### src/source/dcache_pkg.sv
package dcache_pkg;

	// cache geometry
	localparam int ADDR_W      = 32;
	localparam int WAYS        = 4;
	localparam int SETS        = 16;
	localparam int LINE_WORDS  = 8;
	localparam int INDEX_W     = 4;
	localparam int TAG_W       = 22;
	localparam int WORD_SEL_W  = 3;
	// data ram is indexed by {set, word}
	localparam int DATA_ADDR_W = 7;

	// refill burst is len+1 = 8 beats of 8 bytes
	localparam logic [7:0] BURST_LEN  = 8'd7;
	localparam logic [2:0] BURST_SIZE = 3'd3;

	typedef logic [63:0] word_t;
	typedef logic [7:0] strb_t;
	typedef logic [WAYS-1:0] way_mask_t;

	typedef struct packed {
		logic             valid;
		logic [TAG_W-1:0] tag;
	} tag_entry_t;

	// core load/store request
	typedef struct packed {
		logic [ADDR_W-1:0] addr;
		logic              wr;
		word_t             wdata;
		strb_t             strb;
	} core_req_t;

	typedef struct packed {
		logic [ADDR_W-1:0] addr;
		logic [7:0]        len;
		logic [2:0]        size;
		logic [1:0]        burst;
	} axi_ar_t;

	typedef struct packed {
		logic [ADDR_W-1:0] addr;
		logic [7:0]        len;
		logic [2:0]        size;
		logic [1:0]        burst;
	} axi_aw_t;

	typedef struct packed {
		word_t      data;
		logic [1:0] resp;
		logic       last;
	} axi_r_t;

	typedef struct packed {
		word_t data;
		strb_t strb;
		logic  last;
	} axi_w_t;

	typedef struct packed {
		logic [1:0] resp;
	} axi_b_t;

	// CLEAR sweeps the tag rams after reset
	typedef enum logic [2:0] {
		CLEAR,
		IDLE,
		LOOKUP,
		REFILL,
		WR_ADDR,
		WR_DATA,
		WR_RESP,
		RESPOND
	} ctrl_state_t;

endpackage

### src/source/dcache_ctrl.sv
module dcache_ctrl
	import dcache_pkg::*;
(
	input  logic                   clk,
	input  logic                   rst,
	// core side
	input  logic                   req_valid,
	input  core_req_t              req,
	output logic                   rsp_ready,
	output word_t                  rsp_data,
	// way selector
	input  logic                   hit,
	input  way_mask_t              hit_way,
	input  way_mask_t              victim_way,
	input  word_t                  hit_word,
	output logic                   idle,
	// ram control
	output logic [INDEX_W-1:0]     ram_index,
	output logic [WORD_SEL_W-1:0]  ram_word,
	output way_mask_t              tag_en,
	output logic                   tag_wr,
	output tag_entry_t             tag_wdata,
	output way_mask_t              data_en,
	output logic                   data_wr,
	output word_t                  data_wmask,
	output word_t                  data_wdata,
	// axi4 master
	output axi_ar_t                ar,
	output logic                   arvalid,
	input  logic                   arready,
	input  axi_r_t                 r,
	input  logic                   rvalid,
	output logic                   rready,
	output axi_aw_t                aw,
	output logic                   awvalid,
	input  logic                   awready,
	output axi_w_t                 w,
	output logic                   wvalid,
	input  logic                   wready,
	input  axi_b_t                 b,
	input  logic                   bvalid,
	output logic                   bready
);

	ctrl_state_t           state;
	ctrl_state_t           state_next;
	logic [INDEX_W-1:0]    clr_cnt;
	logic [WORD_SEL_W-1:0] beat_cnt;
	logic [TAG_W-1:0]      req_tag;
	logic [INDEX_W-1:0]    req_index;
	logic [WORD_SEL_W-1:0] req_word;
	word_t                 strb_mask;
	logic                  r_fire;

	// address fields: tag 31:10, set 9:6, word 5:3
	assign req_tag   = req.addr[ADDR_W-1 -: TAG_W];
	assign req_index = req.addr[ADDR_W-TAG_W-1 -: INDEX_W];
	assign req_word  = req.addr[ADDR_W-TAG_W-INDEX_W-1 -: WORD_SEL_W];

	// byte strobes widened to a bit mask
	always_comb begin
		for (int i = 0; i < 8; i++) begin
			strb_mask[8*i +: 8] = {8{req.strb[i]}};
		end
	end

	assign r_fire = (state == REFILL) && rvalid && rready;

	always_ff @(posedge clk) begin
		if (rst) begin
			state    <= CLEAR;
			clr_cnt  <= '0;
			beat_cnt <= '0;
		end else begin
			state <= state_next;
			if (state == CLEAR) begin
				clr_cnt <= clr_cnt + 1'b1;
			end
			// beat count restarts before every burst
			if (state == LOOKUP) begin
				beat_cnt <= '0;
			end else if (r_fire) begin
				beat_cnt <= beat_cnt + 1'b1;
			end
		end
	end

	// response word captured on a read hit
	always_ff @(posedge clk) begin
		if ((state == LOOKUP) && !req.wr && hit) begin
			rsp_data <= hit_word;
		end
	end

	always_comb begin
		state_next = state;
		case (state)
			CLEAR: begin
				if (clr_cnt == INDEX_W'(SETS - 1)) begin
					state_next = IDLE;
				end
			end
			IDLE: begin
				if (req_valid) begin
					state_next = LOOKUP;
				end
			end
			LOOKUP: begin
				// writes go to memory whether they hit or not
				if (req.wr) begin
					state_next = WR_ADDR;
				end else if (hit) begin
					state_next = RESPOND;
				end else if (arready) begin
					state_next = REFILL;
				end
			end
			REFILL: begin
				// back to idle, the repeated lookup then hits
				if (r_fire && r.last) begin
					state_next = IDLE;
				end
			end
			WR_ADDR: begin
				if (awready) begin
					state_next = WR_DATA;
				end
			end
			WR_DATA: begin
				if (wready) begin
					state_next = WR_RESP;
				end
			end
			WR_RESP: begin
				// any bresp finishes the write
				if (bvalid) begin
					state_next = RESPOND;
				end
			end
			RESPOND: begin
				state_next = IDLE;
			end
			default: begin
				state_next = IDLE;
			end
		endcase
	end

	always_comb begin
		ram_index  = req_index;
		ram_word   = req_word;
		tag_en     = '0;
		tag_wr     = 1'b0;
		tag_wdata  = '{valid: 1'b1, tag: req_tag};
		data_en    = '0;
		data_wr    = 1'b0;
		data_wmask = strb_mask;
		data_wdata = req.wdata;
		case (state)
			CLEAR: begin
				// one set per cycle, all ways at once
				ram_index = clr_cnt;
				tag_en    = '1;
				tag_wr    = 1'b1;
				tag_wdata = '0;
			end
			IDLE: begin
				// read every way, compare next cycle
				if (req_valid) begin
					tag_en  = '1;
					data_en = '1;
				end
			end
			LOOKUP: begin
				// write hit merges bytes into the hit way
				if (req.wr && hit) begin
					data_en = hit_way;
					data_wr = 1'b1;
				end
			end
			REFILL: begin
				ram_word   = beat_cnt;
				data_wmask = '1;
				data_wdata = r.data;
				if (r_fire) begin
					data_en = victim_way;
					data_wr = 1'b1;
					// tag goes valid with the final beat
					if (r.last) begin
						tag_en = victim_way;
						tag_wr = 1'b1;
					end
				end
			end
			default: begin
			end
		endcase
	end

	assign idle      = (state == IDLE);
	assign rsp_ready = (state == RESPOND);

	// lookup holds while arready is low, ram outputs stay put meanwhile
	assign arvalid = (state == LOOKUP) && !req.wr && !hit;
	assign ar = '{
		addr:  {req.addr[ADDR_W-1 -: TAG_W+INDEX_W], {(ADDR_W-TAG_W-INDEX_W){1'b0}}},
		len:   BURST_LEN,
		size:  BURST_SIZE,
		// incr burst
		burst: 2'b01
	};
	assign rready = 1'b1;

	// single beat write-through
	assign awvalid = (state == WR_ADDR);
	assign aw = '{
		addr:  {req.addr[ADDR_W-1 -: TAG_W+INDEX_W+WORD_SEL_W],
			{(ADDR_W-TAG_W-INDEX_W-WORD_SEL_W){1'b0}}},
		len:   8'd0,
		size:  BURST_SIZE,
		burst: 2'b01
	};

	assign wvalid = (state == WR_DATA);
	assign w = '{data: req.wdata, strb: req.strb, last: 1'b1};
	assign bready = 1'b1;

endmodule

### config.mk
export PLATFORM = sky130hd
export DESIGN_NAME = dcache_ctrl
export DESIGN_NICKNAME = d
export VERILOG_FILES = /design/src/source/dcache_pkg.sv /design/src/source/dcache_ctrl.sv
export SDC_FILE = /design/constraint.sdc
export NUM_CORES = 1
export LEC_CHECK = 0
export ABC_AREA = 1
export BUFFER_PORTS_ARGS = -buffer_cell sky130_fd_sc_hd__buf_2
export CELL_PAD_IN_SITES_DETAIL_PLACEMENT = 0
export CELL_PAD_IN_SITES_GLOBAL_PLACEMENT = 1
export CORE_AREA = 2 2 254 256
export CTS_BUF_LIST = sky130_fd_sc_hd__clkbuf_16
export CTS_CLUSTER_SIZE = 24
export DETAILED_ROUTE_END_ITERATION = 7
export DIE_AREA = 0 0 256 258
export PLACE_DENSITY = 0.46
export SYNTH_ARGS = -nofsm -noshare
export SYNTH_HDL_FRONTEND = slang
export SYNTH_SLANG_ARGS = --single-unit
### constraint.sdc
create_clock -name clk -period 7.4 [get_ports clk]
set_input_delay 1.85 -clock clk [delete_from_list [all_inputs] [get_ports clk]]
set_output_delay 1.85 -clock clk [all_outputs]
set_load 0.02 [all_outputs]
==> impl_metrics.toml <==
[routing]
wl_met2_um = 13000
dr.max_layer_used = "met5"
wl_met1_um = 10100
initialDrtViolationCount = 168
num_vias = 5606
routed_via_density = 2.83
wl_met3_um = 2260
first_pass_iters = 4
wire_per_inst_um = 13.3
drc_errors = 0
drt_wl_total_um = 26300
drt.antenna.violating_nets = 0

[timing]
setup_violations = 0
rsz0062_at_grt = "no"
fmax_ghz = 0.206
fin_crit_ps = 4860
fin_skew_ps = 8.42
setup_slack_ps = 2540
hold_viol = 0
fin_crit_sh_pct = 65.7
worstMarginPinSlew_ps = 902
slew_violations = 0
setup_tns_ps = 0
slew_headroom_pct = 39.9

[critical_path]
r2r_start = "state[0]"
endpoint_kind = "output port"
worstPathRequired_ps = 5550
path_class = "in -> out"
crit_path_start = "req_valid"
startpoint_type = "input pin"
critical_path_arrival_ps = 3010
critPathMaxFanout = 4

[placed_design]
dp_cells = 1959
gp_congestion = 0.927
io_buffers = 611
place_ws_ps = 2500
place_hpwl_um = 22900

[logic_synthesis]
synth_xor_area_share_pct = 0
synth_edf_count = 64
synth_area_leaders = "edfxtp_1 (35%), buf_4 (31%), nand2_1 (16%), dfxtp_1 (3.7%), inv_1 (3.0%)"
postSynthAreaPerCell_um2 = 7.84
syn-cell-area_mm2 = 0.00544
ys_top_cells_by_count = "nand2_1 (231), buf_4 (223), edfxtp_1 (64)"
async_flop_share_pct = 0
synthAdderAreaFrac_pct = 0.460
ys.flop_type = "edfxtp_1"
synth_seq_cells = 74
synth_top_family_by_area = "buffers and inverters"
synthMuxAreaShare_pct = 0
synth_top_cell_area_share_pct = 35.4
synth_cells = 693
synth_top_cell_by_area = "edfxtp_1"
yosys.area_share.simple_pct = 22.4
synth_warnings = 0
synth.most_common_cell = "nand2_1"
yosysSeqAreaShare_pct = 39.0
synth_compound_area_share_pct = 2.30
ys_types = 27

[floorplanning]
die_w_um = 256
start_util_pct = 8.54
ioPinCount = 657
core_mm2 = 0.0636
row_count = 93
dieArea_mm2 = 0.0660
die_h_um = 258

[clock_tree]
post_cts_buffers = 0
hold_buffers = 0
htreeDepth = 3
cts_root_buf = "clkbuf_16"
clk_pin_slew_ps = 60
tritoncts = "yes"
clkSinkCount = 74
cts_resized = 0
cts_max_path_buffers = 2
cts-buffers-inserted = 9
insertion_delay_ps = 350

[global_routing]
antenna_found_initial = 8
grt_pass1_vias = 5476
overflow = 0
grt_pass1_wl_um = 36200
grtUsageTotal_pct = 7.49
grt_start_max_net_pins = 65

[power]
pwr-share-clk_pct = 19.2
switching_share_pct = 50.9
comb_power_share_pct = 57.2
power.density_mw_per_mm2 = 265
p_int_w = 0.00107
seqPwrFrac_pct = 23.6
p_leak_nw = 4.43
ir_worst_vdd_mv = 0.170
p_sw_w = 0.00111

[outcome]
outcome = "finished clean"

[cells_and_area]
final_nets = 1372
final_util_pct = 13.0
layout.cells.non_filler = 1978
multiInputGateArea_mm2 = 0.00152
fillers = 7445
drive_above_1_share_pct = 58.0
syn_to_final_growth_pct = 51.9
seqCellArea_mm2 = 0.00212

[worst_hold_path]
min_from = "beat_cnt[2]"
hold_class = "reg -> reg"

[flow_run]
max-cap-violations = 0
critical path: stages:
cell	delay [ps]
buf_2	120
o21ai_0	500
o21ai_1	290
buf_2	240
routing by layer:
metal	vias to the layer above	track usage (%)
met5	-	0
met4	4	3.44
met3	44	2.27
met2	377	13.1
met1	2460	8.32
li1	2721	-
worst paths after layout:
check / depth (start not counted) / end / slack (ps)
setup / recovery: 4 / tag_en[1] / 2540
hold / removal: 2 / beat_cnt[2] / 460
setup reg to reg: 6 / rsp_data[0] / 5140
hold reg to reg: 2 / beat_cnt[2] / 460
cell families (layout without fill, tap and decap cells):
family / after synthesis / after routing
compound gates: 23 / 23
fa+ha+maj: 2 / 2
buf+inv: 288 / 679
flops: 74 / 74
other cells: 2 / 41
simple gates: 304 / 304
power groups by stage:
stage	clock, W	sequential (W)	combinational [W]
2_1_floorplan	0	0.000544	0.000870
3_3_place_gp	0	0.000525	0.00129
3_5_place_dp	0	0.000525	0.00128
4_1_cts	0.000444	0.000517	0.00128
5_1_grt	0.000455	0.000520	0.00137
6_report	0.000419	0.000516	0.00125
sequential cells by signal, summed over array words and instances, names as in the netlist:
| signal | cells |
|---|---|
| clr_cnt | 4 |
| rsp_data | 64 |
| state | 3 |
| beat_cnt | 3 |
through the flow:
stage | total power (W) | cell area [um2] | hold slack [ps]
after floorplan | 0.00141 | 5570 | 438
after global placement | 0.00182 | 7980 | 455
after detailed placement | 0.00180 | 7980 | 452
after CTS | 0.00224 | 8250 | 463
after global routing | 0.00234 | 8250 | 488
final | 0.00219 | 8260 | 458
area by class of cell:
type,count,area share (%)
Antenna cell,3,0.0909
Clock buffer,9,2.73
Timing Repair Buffer,615,37.4
Tap cell,855,13.0
Sequential cell,74,25.7
Clock inverter,7,0.545
Multi-Input combinational cell,367,18.4
Inverter,48,2.20
cell usage in the layout, fill, tap and decap left out, types with 4 or more instances in the layout:
master	n
a21oi_1	5
nand2_1	231
buf_4	4
buf_2	611
or2_2	9
dfxtp_1	10
nand3_1	10
conb_1	38
o21ai_1	7
nor2_1	43
clkbuf_16	9
o21ai_0	7
edfxtp_1	64
inv_1	45
Power figures use the tool's default switching activity.
