<file path="src/source/dcache_pkg.sv">
package dcache_pkg;

	// cache geometry
	localparam int ADDR_W      = 32;
	localparam int WAYS        = 4;
	localparam int SETS        = 16;
	localparam int LINE_WORDS  = 8;
	localparam int INDEX_W     = 4;
	localparam int TAG_W       = 22;
	localparam int WORD_SEL_W  = 3;
	// data ram is indexed by {set, word}
	localparam int DATA_ADDR_W = 7;

	// refill burst is len+1 = 8 beats of 8 bytes
	localparam logic [7:0] BURST_LEN  = 8'd7;
	localparam logic [2:0] BURST_SIZE = 3'd3;

	typedef logic [63:0] word_t;
	typedef logic [7:0] strb_t;
	typedef logic [WAYS-1:0] way_mask_t;

	typedef struct packed {
		logic             valid;
		logic [TAG_W-1:0] tag;
	} tag_entry_t;

	// core load/store request
	typedef struct packed {
		logic [ADDR_W-1:0] addr;
		logic              wr;
		word_t             wdata;
		strb_t             strb;
	} core_req_t;

	typedef struct packed {
		logic [ADDR_W-1:0] addr;
		logic [7:0]        len;
		logic [2:0]        size;
		logic [1:0]        burst;
	} axi_ar_t;

	typedef struct packed {
		logic [ADDR_W-1:0] addr;
		logic [7:0]        len;
		logic [2:0]        size;
		logic [1:0]        burst;
	} axi_aw_t;

	typedef struct packed {
		word_t      data;
		logic [1:0] resp;
		logic       last;
	} axi_r_t;

	typedef struct packed {
		word_t data;
		strb_t strb;
		logic  last;
	} axi_w_t;

	typedef struct packed {
		logic [1:0] resp;
	} axi_b_t;

	// CLEAR sweeps the tag rams after reset
	typedef enum logic [2:0] {
		CLEAR,
		IDLE,
		LOOKUP,
		REFILL,
		WR_ADDR,
		WR_DATA,
		WR_RESP,
		RESPOND
	} ctrl_state_t;

endpackage

</file>
<file path="src/source/dcache_way_select.sv">
module dcache_way_select
	import dcache_pkg::*;
(
	input  logic             clk,
	input  logic             rst,
	input  logic [TAG_W-1:0] req_tag,
	input  tag_entry_t       tags [WAYS],
	input  word_t            words [WAYS],
	input  logic             idle,
	output logic             hit,
	output way_mask_t        hit_way,
	output way_mask_t        victim_way,
	output word_t            hit_word
);

	// one-hot replacement ring
	way_mask_t ring;

	// tag compare per way, invalid entries never hit
	always_comb begin
		for (int i = 0; i < WAYS; i++) begin
			hit_way[i] = tags[i].valid && (tags[i].tag == req_tag);
		end
	end

	assign hit = |hit_way;

	// and-or mux, hit_way is at most one-hot
	always_comb begin
		hit_word = '0;
		for (int i = 0; i < WAYS; i++) begin
			if (hit_way[i]) begin
				hit_word = hit_word | words[i];
			end
		end
	end

	// ring steps once per idle cycle
	// stays put through lookup and refill so the victim is stable
	always_ff @(posedge clk) begin
		if (rst) begin
			ring <= way_mask_t'(1);
		end else if (idle) begin
			ring <= {ring[WAYS-2:0], ring[WAYS-1]};
		end
	end

	assign victim_way = ring;

endmodule

</file>
<file path="config.mk">
export PLATFORM = sky130hd
export DESIGN_NAME = dcache_way_select
export DESIGN_NICKNAME = d
export VERILOG_FILES = /design/src/source/dcache_pkg.sv /design/src/source/dcache_way_select.sv
export SDC_FILE = /design/constraint.sdc
export NUM_CORES = 1
export LEC_CHECK = 0
export ABC_AREA = 0
export BUFFER_PORTS_ARGS = -buffer_cell sky130_fd_sc_hd__buf_2
export CAP_MARGIN = 20
export CORE_AREA = 2 2 174 176
export DETAILED_ROUTE_END_ITERATION = 8
export DIE_AREA = 0 0 176 178
export SYNTH_ARGS = -nofsm -noshare
export SYNTH_HDL_FRONTEND = slang
export SYNTH_SLANG_ARGS = --single-unit
</file>
<file path="constraint.sdc">
create_clock -name clk -period 1.1 [get_ports clk]
set_input_delay 0 -clock clk [delete_from_list [all_inputs] [get_ports clk]]
set_output_delay 0 -clock clk [all_outputs]
set_load 0.03 [all_outputs]
</file>
==> summary.txt, run 1 <==
Layout
  – Fillcell total: 3142
  – Final Net Count: 1396
  – Layout cells sized above 1: 67.29%
  – Number of flip-flops in the largest register: 4
  – Synth-to-Final Area Change: 119.8%

Yosys
  – Top_reg_cell synth: dfxtp_1
  – Main area contributors after synthesis: nand3_1 27%, xnor2_1 19%, nand4_1 14%
  – Yosys warns: 0
  – Post-synthesis cell type with the largest combined area: nand3_1
  – Most numerous cell in the Yosys netlist: nand3_1
  – Syn Inst Count: 536
  – Top cells by instance count after synthesis: 210 x nand3_1, 84 x nand4_1, 82 x xnor2_1
  – EDFF count, synth: 0
  – Synth async-reset ratio: 0%
  – Syn Area/Cell: 7.192 um^2
  – Post-synthesis cell area: 3855 um^2
  – Syn_nets: 909
  – Synthesis-stage register bit count: 4
  – Share of the synthesized area in the top cell type: 27.26%
  – Yosys cell types: 22
  – Sequential area share after synthesis: 2.077%

Worst setup path
  – Crit Path Class: input pin to output pin
  – Register-to-register setup slack: 0.32 ns
  – Crit-path max FO: 7
  – CP max-delay cell: nor4_4
  – Max incr delay on CP: 0.37 ns
  – Crit-path leading delay family: buffers and inverters
  – Critical path cell sequence: buf_8 -> buf_12 -> xnor2_2 -> nand4_1 -> nor4_4 -> buf_12 -> buf_12 -> clkbuf_16 -> nand3_1 -> nand4_1 -> buf_6
  – Worst Reg-to-Reg Cells: 2
  – Worst Path Required: 1.10 ns
  – Worst r2r dst: victim_way[0]$_SDFFE_PP1P_
  – Critical Path Source Type: input pin
  – Worst r2r src: victim_way[0]$_SDFFE_PP1P_
  – Setup crit end kind: output pin
  – Most used cell, CP: buf_12
  – WP buf/inv: 6
  – Critical Path AT: 1.78 ns

Global route
  – GR Util All Layers: 15.82%
  – Pin count of the biggest net entering global routing: 48
  – Initial antenna violation count: 4
  – Number of global-route vias before repair: 6320
  – Global route total overflow: 0
  – First-pass GRT wire length: 37280 um

Routing
  – Drt first pass iters: 4
  – Antenna Nets Post-Route: 0
  – Drt via density: 4.663
  – Iter 0 DRT Violations: 286
  – Drt drc: 0
  – DR vias: 6607
  – Wire length per cell: 21.29 um
  – Total routed wirelength: 30170 um

Pwr
  – Power per Cell Area: 277.2 nW/um^2
  – Leakage Power: 3.755 nW
  – Peak VDD IR: 611.3 uV
  – Pwr Total: 2.348 mW

Hold path
  – Hold path start: idle
  – Worst min path class: input pin to flop
  – Hold EP: victim_way[0]$_SDFFE_PP1P_
  – Hold path depth: 2

STA
  – RSZ-0062 raised after global routing: yes
  – Final TNS setup: -40.11 ns
  – Max Fclk: 561.7 MHz
  – Slew @ Worst Pin: 0.3410 ns
  – Max Slew Vio Count: 0
  – Final min period: 1.780 ns
  – Worst slew margin: 77.27%
  – Hold slack: 0.09772 ns
  – Final setup fails: 69
  – Clk_skew: 0.0004569 ns
  – Final WS setup: -0.6804 ns
  – Part of the cycle the worst path needs: 161.9%
  – Final hold viol count: 0

Placed design
  – PortBufs: 445
  – GPL Wtd Cong: 0.8856
  – Detail Placement HPWL: 21600 um

Clock tree
  – Clock Latency Late Sink: 0.22 ns
  – Clk root buf: clkbuf_16
  – Clock transition at the registers of the reported paths: 0.03 ns
  – Maximum level of the CTS H-tree: 1
  – Total CTS buffers: 3
  – Longest Clk Path Bufs: 2
  – CTS tree: built
  – Clock sink total: 4

Outcome
  – Failing checks: negative setup slack
  – Status: complete, but fails checks

Floorplanning
  – Initial core utilization: 13.11%
  – Core area: 29400 um^2
  – Die area: 31330 um^2
  – # rows: 63
  – Chip height: 178 um
  – Ports: 446
  – Die Width: 176 um

Flow run
  – Max_cap viols: 0
per-stage QoR:
step / worst slack (ns) / area [um^2] / utilization [%] / cells
final: -0.6804 / 8472 / 28.81 / 1417
after global routing: -0.7650 / 8459 / 28.77 / 1412
after CTS: -0.6728 / 7762 / 26.40 / 1387
after detailed placement: -0.8461 / 6818 / 23.19 / 1370
after global placement: -0.8594 / 6818 / 23.19 / 1370
after floorplan: -0.2359 / 4010 / - / 536
kinds of logic (layout without fill, tap and decap cells):
logic type | count (synthesis) | in the layout | synth area share (%)
simple gates | 361 | 361 | 56.90
other cells | 0 | 6 | 0
buf+inv | 79 | 564 | 18.86
compound gates | 1 | 1 | 0.2272
mux | 3 | 3 | 0.7790
flops | 4 | 4 | 2.077
xor+xnor | 88 | 88 | 21.16
placed cells by master (no fill, tap or decap):
| master | instances |
|---|---|
| a211o_1 | 1 |
| and2_1 | 1 |
| and2_4 | 3 |
| buf_12 | 26 |
| buf_16 | 7 |
| buf_2 | 361 |
| buf_4 | 68 |
| buf_6 | 83 |
| buf_8 | 3 |
| bufbuf_16 | 1 |
| clkbuf_16 | 13 |
| clkbuf_4 | 1 |
| dfxtp_1 | 4 |
| diode_2 | 6 |
| dlygate4sd3_1 | 1 |
| mux2i_1 | 3 |
| nand3_1 | 185 |
| nand3_2 | 75 |
| nand4_1 | 84 |
| nor2_1 | 3 |
| nor2_4 | 4 |
| nor2b_1 | 1 |
| nor4_4 | 4 |
| or4_4 | 1 |
| xnor2_1 | 51 |
| xnor2_2 | 35 |
| xnor2_4 | 2 |
report_power, final:
group,leakage (nW),internal [mW],switching (mW)
clock network,0.0370,0.464,0.103
logic,3.68,0.940,0.680
registers,0.0330,0.154,0.00636
total,3.75,1.56,0.789
cell type report:
class / instances / area (um^2) / share of cell area [%]
diodes: 6 / 15.01 / 0.1772
clock buffers: 3 / 75.07 / 0.8861
well taps: 390 / 488.0 / 5.760
repair buffers: 561 / 4310 / 50.88
multi-input cells: 453 / 3503 / 41.35
flip-flops and latches: 4 / 80.08 / 0.9452
worst reg2reg max path: cells and delay by family, from the launching register on:
kind / cells / cell delay [ns]
flip-flops: 1 / 0.31
AO/OA/AOI/OAI: 1 / 0.22
AND/OR/NAND/NOR: 1 / 0.13
routing by layer:
layer  part of all wire (%)  global-route usage [%]  wire, um
met1                     40                   18.09     12040
met2                     49                   29.53     14900
met3                    7.2                   2.749      2182
met4                    3.5                   5.510      1041
met5                  0.030                       0         9
what timing repair did:
action | CTS | global route
resized for setup | 167 | 71
endpoints found under the setup margin | 69 | 69
pin swaps | 23 | 49
hold buffers | 1 | 0
gates cloned | 5 | 12
buffers inserted | 9 | 12
hold endpoints to repair | 3 | 0
worst max-delay path by stage:
stage / start / to / slack, ns / depth (start not counted)
final: req_tag[5] / hit_word[27] / -0.68 / 11
after floorplan: req_tag[18] / hit_word[10] / -0.24 / 8
after CTS: req_tag[5] / hit / -0.67 / 10
after global placement: req_tag[5] / hit_word[0] / -0.86 / 10
after global routing: req_tag[5] / hit_word[27] / -0.77 / 11
after detailed placement: req_tag[2] / hit_word[1] / -0.85 / 9
(Power assumes the default switching activity.)
==> inputs of run 2 (changes only) <==
--- a/config.mk
+++ b/config.mk
@@ -11,6 +11,8 @@
 export CORE_AREA = 2 2 174 176
 export DETAILED_ROUTE_END_ITERATION = 8
 export DIE_AREA = 0 0 176 178
+export REMOVE_ABC_BUFFERS = 1
+export SETUP_SLACK_MARGIN = 0.3
 export SYNTH_ARGS = -nofsm -noshare
 export SYNTH_HDL_FRONTEND = slang
 export SYNTH_SLANG_ARGS = --single-unit
==> summary.txt, run 2 (synthesis gave the netlist of run 1 again) <==
Layout
  – Commonest non-fill, non-tap cell in the layout: buf_2
  – Non-Filler Instances: 1449
  – Ant. Diodes: 0
  – Layout cells sized above 1: 76.11%
  – Final Net Count: 1434
  – Number of flip-flops in the largest register: 4
  – Multi-input logic area: 4073 um^2
  – Commonest non-fill, non-tap cells in the layout: 342 x buf_2, 137 x nand3_2, 116 x nand3_1
  – Final core occ: 33.74%
  – Fillcell total: 2971
  – Area occupied by registers: 80.08 um^2
  – Synth-to-Final Area Change: 157.4%

STA
  – Max Slew Vio Count: 0
  – RSZ-0062 raised after global routing: yes
  – Part of the cycle the worst path needs: 154.3%
  – Worst slew margin: 81.42%
  – Clk_skew: 0.0006670 ns
  – Max Fclk: 589.2 MHz
  – Hold slack: -0.009128 ns
  – Slew @ Worst Pin: 0.2766 ns
  – Final min period: 1.697 ns
  – Final hold viol count: 1
  – Final WS setup: -0.5972 ns
  – Final setup fails: 69

Clock tree
  – Clock transition at the registers of the reported paths: 0.03 ns
  – Total CTS buffers: 3
  – Maximum level of the CTS H-tree: 1
  – Clock Latency Late Sink: 0.22 ns
  – Longest Clk Path Bufs: 2
  – Clock sink total: 4
  – Clk root buf: clkbuf_16
  – Hold_buf cts: 2
  – CTS tree: built

Routing
  – Drt drc: 0
  – Total routed wirelength: 31110 um
  – Drt first pass iters: 6
  – DR vias: 6827
  – Iter 0 DRT Violations: 448
  – Antenna Nets Post-Route: 0
  – Wire length per cell: 21.47 um
  – Drt via density: 4.712

Floorplanning
  – Initial core utilization: 13.11%
  – Core area: 29400 um^2
  – Die Width: 176 um
  – # rows: 63
  – Ports: 446
  – Chip height: 178 um
  – Die area: 31330 um^2

Pwr
  – Internal power: 1.684 mW
  – Switch Pwr: 0.8483 mW
  – Switching Share: 33.50%
  – Combinational power share: 71.5%
  – Clock network power share: 22.2%
  – Leakage Power: 4.223 nW
  – Power per Cell Area: 255.2 nW/um^2
  – Seq pwr share: 6.3%
  – Peak VDD IR: 439.1 uV

Global route
  – Global Route met2 Usage: 30.20%
  – First-pass GRT wire length: 39330 um
  – Most Used Layer, Global Route: met2
  – Number of global-route vias before repair: 6576
  – Pin count of the biggest net entering global routing: 33
  – Met1 usage: 20.49%
  – Global route total overflow: 0
  – Met3 usage: 2.813%
  – GR Util All Layers: 16.67%
  – Initial antenna violation count: 0

Outcome
  – Failing checks: negative hold slack, negative setup slack
  – Status: complete, but fails checks

Worst setup path
  – Crit-path leading delay family: simple AND/OR/NAND/NOR gates
  – Critical Path Source Type: input pin
  – Most used cell, CP: buf_6
  – WP buf/inv: 5
  – Critical Path AT: 1.70 ns
  – Worst Reg-to-Reg Cells: 2
  – Crit path depth: 10
  – Max incr delay on CP: 0.50 ns
  – Critical path cell sequence: buf_2 -> xnor2_2 -> buf_4 -> nand4_1 -> nor4_4 -> buf_6 -> buf_12 -> and2_4 -> or4_4 -> buf_6
  – Crit Path Class: input pin to output pin
  – Worst Path Required: 1.10 ns
  – CP max-delay cell: or4_4
  – Setup crit end kind: output pin
  – Crit-path max FO: 7

Hold path
  – Hold path depth: 2
  – Worst min path class: input pin to flop

Flow run
  – Max_cap viols: 0

Placed design
  – PortBufs: 445
  – Detail Placement HPWL: 19550 um
  – Pre-CTS WS: -0.7993 ns
  – Placed instance count: 1365
  – GPL Wtd Cong: 0.9163
run 2: cell types whose count changed in the layout (fill, tap and decap cells not counted), moves of 6 or more:
cell,before,now
buf_6,83,114
buf_12,26,41
nand3_1,185,116
buf_16,7,17
nand3_2,75,137
buf_2,361,342
xnor2_1,51,39
xnor2_4,2,9
nand3_4,0,7
diode_2,6,0
run 2: metrics by stage:
step	TNS [ns]	total power, mW	instance area [um^2]
final	-35.62	2.532	9921
after global routing	-42.21	2.667	9921
after CTS	-37.18	2.295	8727
after detailed placement	-47.91	1.523	6681
after global placement	-48.88	1.520	6681
after floorplan	-281.82	0.5485	3128
run 2: what timing repair did:
item	in CTS	in global routing
endpoints found under the hold margin	2	1
gates resized for setup	286	143
setup endpoints to repair	70	72
pin swaps	43	115
setup buffers	28	23
cloned	18	10
run 2: power groups by stage:
stage          Combinational (mW)  Sequential (mW)  Clock, mW
2_1_floorplan               0.372            0.177          0
3_5_place_dp                 1.36            0.162          0
6_report                     1.81            0.161      0.562
5_1_grt                      1.92            0.162      0.585
3_3_place_gp                 1.36            0.161          0
4_1_cts                      1.56            0.161      0.574
run 2: path summary, 6_finish.rpt:
path,startpoint,end,slack (ns)
max,tags[20],hit,-0.60
max reg2reg,victim_way[0]$_SDFFE_PP1P_,victim_way[0]$_SDFFE_PP1P_,0.33
min reg2reg,victim_way[3]$_SDFFE_PP0P_,victim_way[0]$_SDFFE_PP1P_,0.51
min,rst,victim_way[0]$_SDFFE_PP1P_,-0.009
run 2: final cells by class:
| class | count | share of cell area (%) |
|---|---|---|
| Multi-Input combinational cell | 453 | 41.05 |
| Clock buffer | 3 | 0.7567 |
| Tap cell | 390 | 4.919 |
| Timing Repair Buffer | 599 | 52.47 |
| Sequential cell | 4 | 0.8072 |
run 2: metal layers:
| layer | vias up | routed length [um] |
|---|---|---|
| li1 | 3044 | - |
| met1 | 3224 | 12090 |
| met2 | 485 | 16000 |
| met3 | 74 | 2268 |
| met4 | 0 | 747 |
| met5 | - | 0 |
run 2: worst reg2reg max path, delay by kind of cell (launching register included):
kind	cells	cell delay (ns)
simple gates	1	0.13
flops	1	0.32
compound gates	1	0.21
==> inputs of run 3 (changes only) <==
--- a/config.mk
+++ b/config.mk
@@ -8,9 +8,12 @@
 export ABC_AREA = 0
 export BUFFER_PORTS_ARGS = -buffer_cell sky130_fd_sc_hd__buf_2
 export CAP_MARGIN = 20
+export CELL_PAD_IN_SITES_DETAIL_PLACEMENT = 0
+export CELL_PAD_IN_SITES_GLOBAL_PLACEMENT = 2
 export CORE_AREA = 2 2 174 176
 export DETAILED_ROUTE_END_ITERATION = 8
 export DIE_AREA = 0 0 176 178
+export PLACE_DENSITY_LB_ADDON = 0.1
 export REMOVE_ABC_BUFFERS = 1
 export SETUP_SLACK_MARGIN = 0.3
 export SYNTH_ARGS = -nofsm -noshare
==> summary.txt, run 3 (synthesis gave the netlist of run 1 again) <==
Clock tree
  – Clock transition at the registers of the reported paths: 0.03 ns
  – Clock Latency Late Sink: 0.22 ns
  – Maximum level of the CTS H-tree: 1
  – Clock sink total: 4
  – Longest Clk Path Bufs: 2
  – Total CTS buffers: 3
  – Hold_buf cts: 1
  – CTS tree: built
  – Clk root buf: clkbuf_16

Worst setup path
  – Critical Path AT: 1.68 ns
  – Critical Path Source Type: input pin
  – Setup crit end kind: output pin
  – Crit-path max FO: 7
  – Crit Path Class: input pin to output pin
  – Worst Path Required: 1.10 ns

STA
  – Final setup fails: 69
  – Max Fclk: 596.7 MHz
  – RSZ-0062 raised after global routing: yes
  – Final TNS setup: -32.23 ns
  – Worst slew margin: 81.27%
  – Hold slack: -0.01589 ns
  – Clk_skew: 0.0003555 ns
  – Max Slew Vio Count: 0
  – Part of the cycle the worst path needs: 152.4%
  – Final hold viol count: 1
  – Slew @ Worst Pin: 0.2789 ns
  – Final WS setup: -0.5759 ns
  – Final min period: 1.676 ns

Placed design
  – Detail Placement HPWL: 24310 um
  – GPL Wtd Cong: 0.7941
  – PortBufs: 445
  – Placed instance count: 1377
  – Pre-CTS WS: -0.7963 ns

Global route
  – GR Util All Layers: 17.64%
  – First-pass GRT wire length: 41710 um
  – Initial antenna violation count: 5
  – Pin count of the biggest net entering global routing: 30
  – Number of global-route vias before repair: 6462
  – Global route total overflow: 0

Layout
  – Layout cells sized above 1: 72.23%
  – Commonest non-fill, non-tap cells in the layout: 347 x buf_2, 139 x nand3_1, 119 x nand3_2
  – Non-Filler Instances: 1423
  – Synth-to-Final Area Change: 137.9%
  – Number of flip-flops in the largest register: 4
  – Final Net Count: 1405
  – Commonest non-fill, non-tap cell in the layout: buf_2

Routing
  – Total routed wirelength: 31310 um
  – Drt via density: 4.382
  – Wire length per cell: 22.01 um
  – Drt first pass iters: 4
  – Met1 wire length: 12350 um
  – Top routing layer in use: met5
  – DR vias: 6236
  – Antenna Nets Post-Route: 0
  – Iter 0 DRT Violations: 235
  – Drt drc: 0
  – Total length of routed met3 wires: 2195 um
  – Met2 Wirelength: 16490 um

Floorplanning
  – Die area: 31330 um^2
  – Chip height: 178 um
  – Die Width: 176 um
  – # rows: 63
  – Ports: 446
  – Initial core utilization: 13.11%
  – Core area: 29400 um^2

Pwr
  – Internal power: 1.598 mW
  – Switching Share: 31.34%
  – Combinational power share: 68.9%
  – Power per Cell Area: 253.8 nW/um^2
  – Switch Pwr: 0.7293 mW
  – Seq pwr share: 6.9%
  – Clock network power share: 24.2%
  – Leakage Power: 3.921 nW
  – Pwr Total: 2.327 mW
  – Peak VDD IR: 977.5 uV

Outcome
  – Failing checks: negative hold slack, negative setup slack
  – Status: complete, but fails checks

Flow run
  – Max_cap viols: 0

Hold path
  – Worst min path class: input pin to flop
[run 3: cell count changes in the layout (fill, tap and decap cells not counted), sizes merged]
cell	change
diode	+3
bufbuf	-3
buf	-30
clkbuf	+5
dlygate4sd3	-1
[run 3: area by class of cell]
| cell class | count | area (um^2) |
|---|---|---|
| repair buffers | 570 | 4745 |
| multi-input cells | 453 | 3775 |
| flip-flops and latches | 4 | 80.08 |
| fillers | 3261 | 20230 |
| clock buffers | 3 | 75.07 |
| well taps | 390 | 488.0 |
| diodes | 3 | 7.507 |
[run 3: critical path, stage by stage]
cell,delay [ns]
buf_6,0.12
xnor2_2,0.12
nand4_1,0.17
nor4_4,0.07
buf_6,0.14
buf_12,0.14
buf_12,0.13
and2_4,0.15
or4_4,0.47
buf_6,0.15
[run 3: layer usage]
layer	up-vias	GRT usage, %
met5	-	0
met3	19	3.431
met4	2	1.653
met2	286	34.43
met1	2945	20.45
li1	2984	-
[run 3: what timing repair did]
| item | in CTS | in global routing |
|---|---|---|
| buffers inserted | 15 | 2 |
| pin swaps | 40 | 91 |
| resized for setup | 250 | 116 |
| hold endpoints to repair | 3 | 1 |
| endpoints found under the setup margin | 70 | 71 |
| cloned | 6 | 16 |
[run 3: power by group through the flow]
stage	Combinational [mW]	Sequential, mW	Clock, mW
CTS	1.49	0.160	0.572
global route	1.73	0.161	0.589
floorplan	0.372	0.177	0
finish	1.60	0.161	0.563
global placement	1.36	0.162	0
detailed placement	1.35	0.162	0
[run 3: path summary, 6_finish.rpt]
kind	start	to	slack (ns)	depth (start not counted)
max reg2reg	victim_way[0]$_SDFFE_PP1P_	victim_way[0]$_SDFFE_PP1P_	0.33	2
min reg2reg	victim_way[0]$_SDFFE_PP1P_	victim_way[1]$_SDFFE_PP0P_	0.52	2
min	rst	victim_way[0]$_SDFFE_PP1P_	-0.02	2
max	req_tag[17]	hit	-0.58	10
[run 3: metrics by stage]
stage               instance area, um^2  util [%]  hold slack [ns]
detailed placement                 6884     23.41           0.2257
finish                             9170     31.19         -0.01589
floorplan                          3128         -          0.07238
CTS                                8179     27.82         -0.01496
global placement                   6884     23.41           0.2312
global route                       9168     31.18        -0.001753
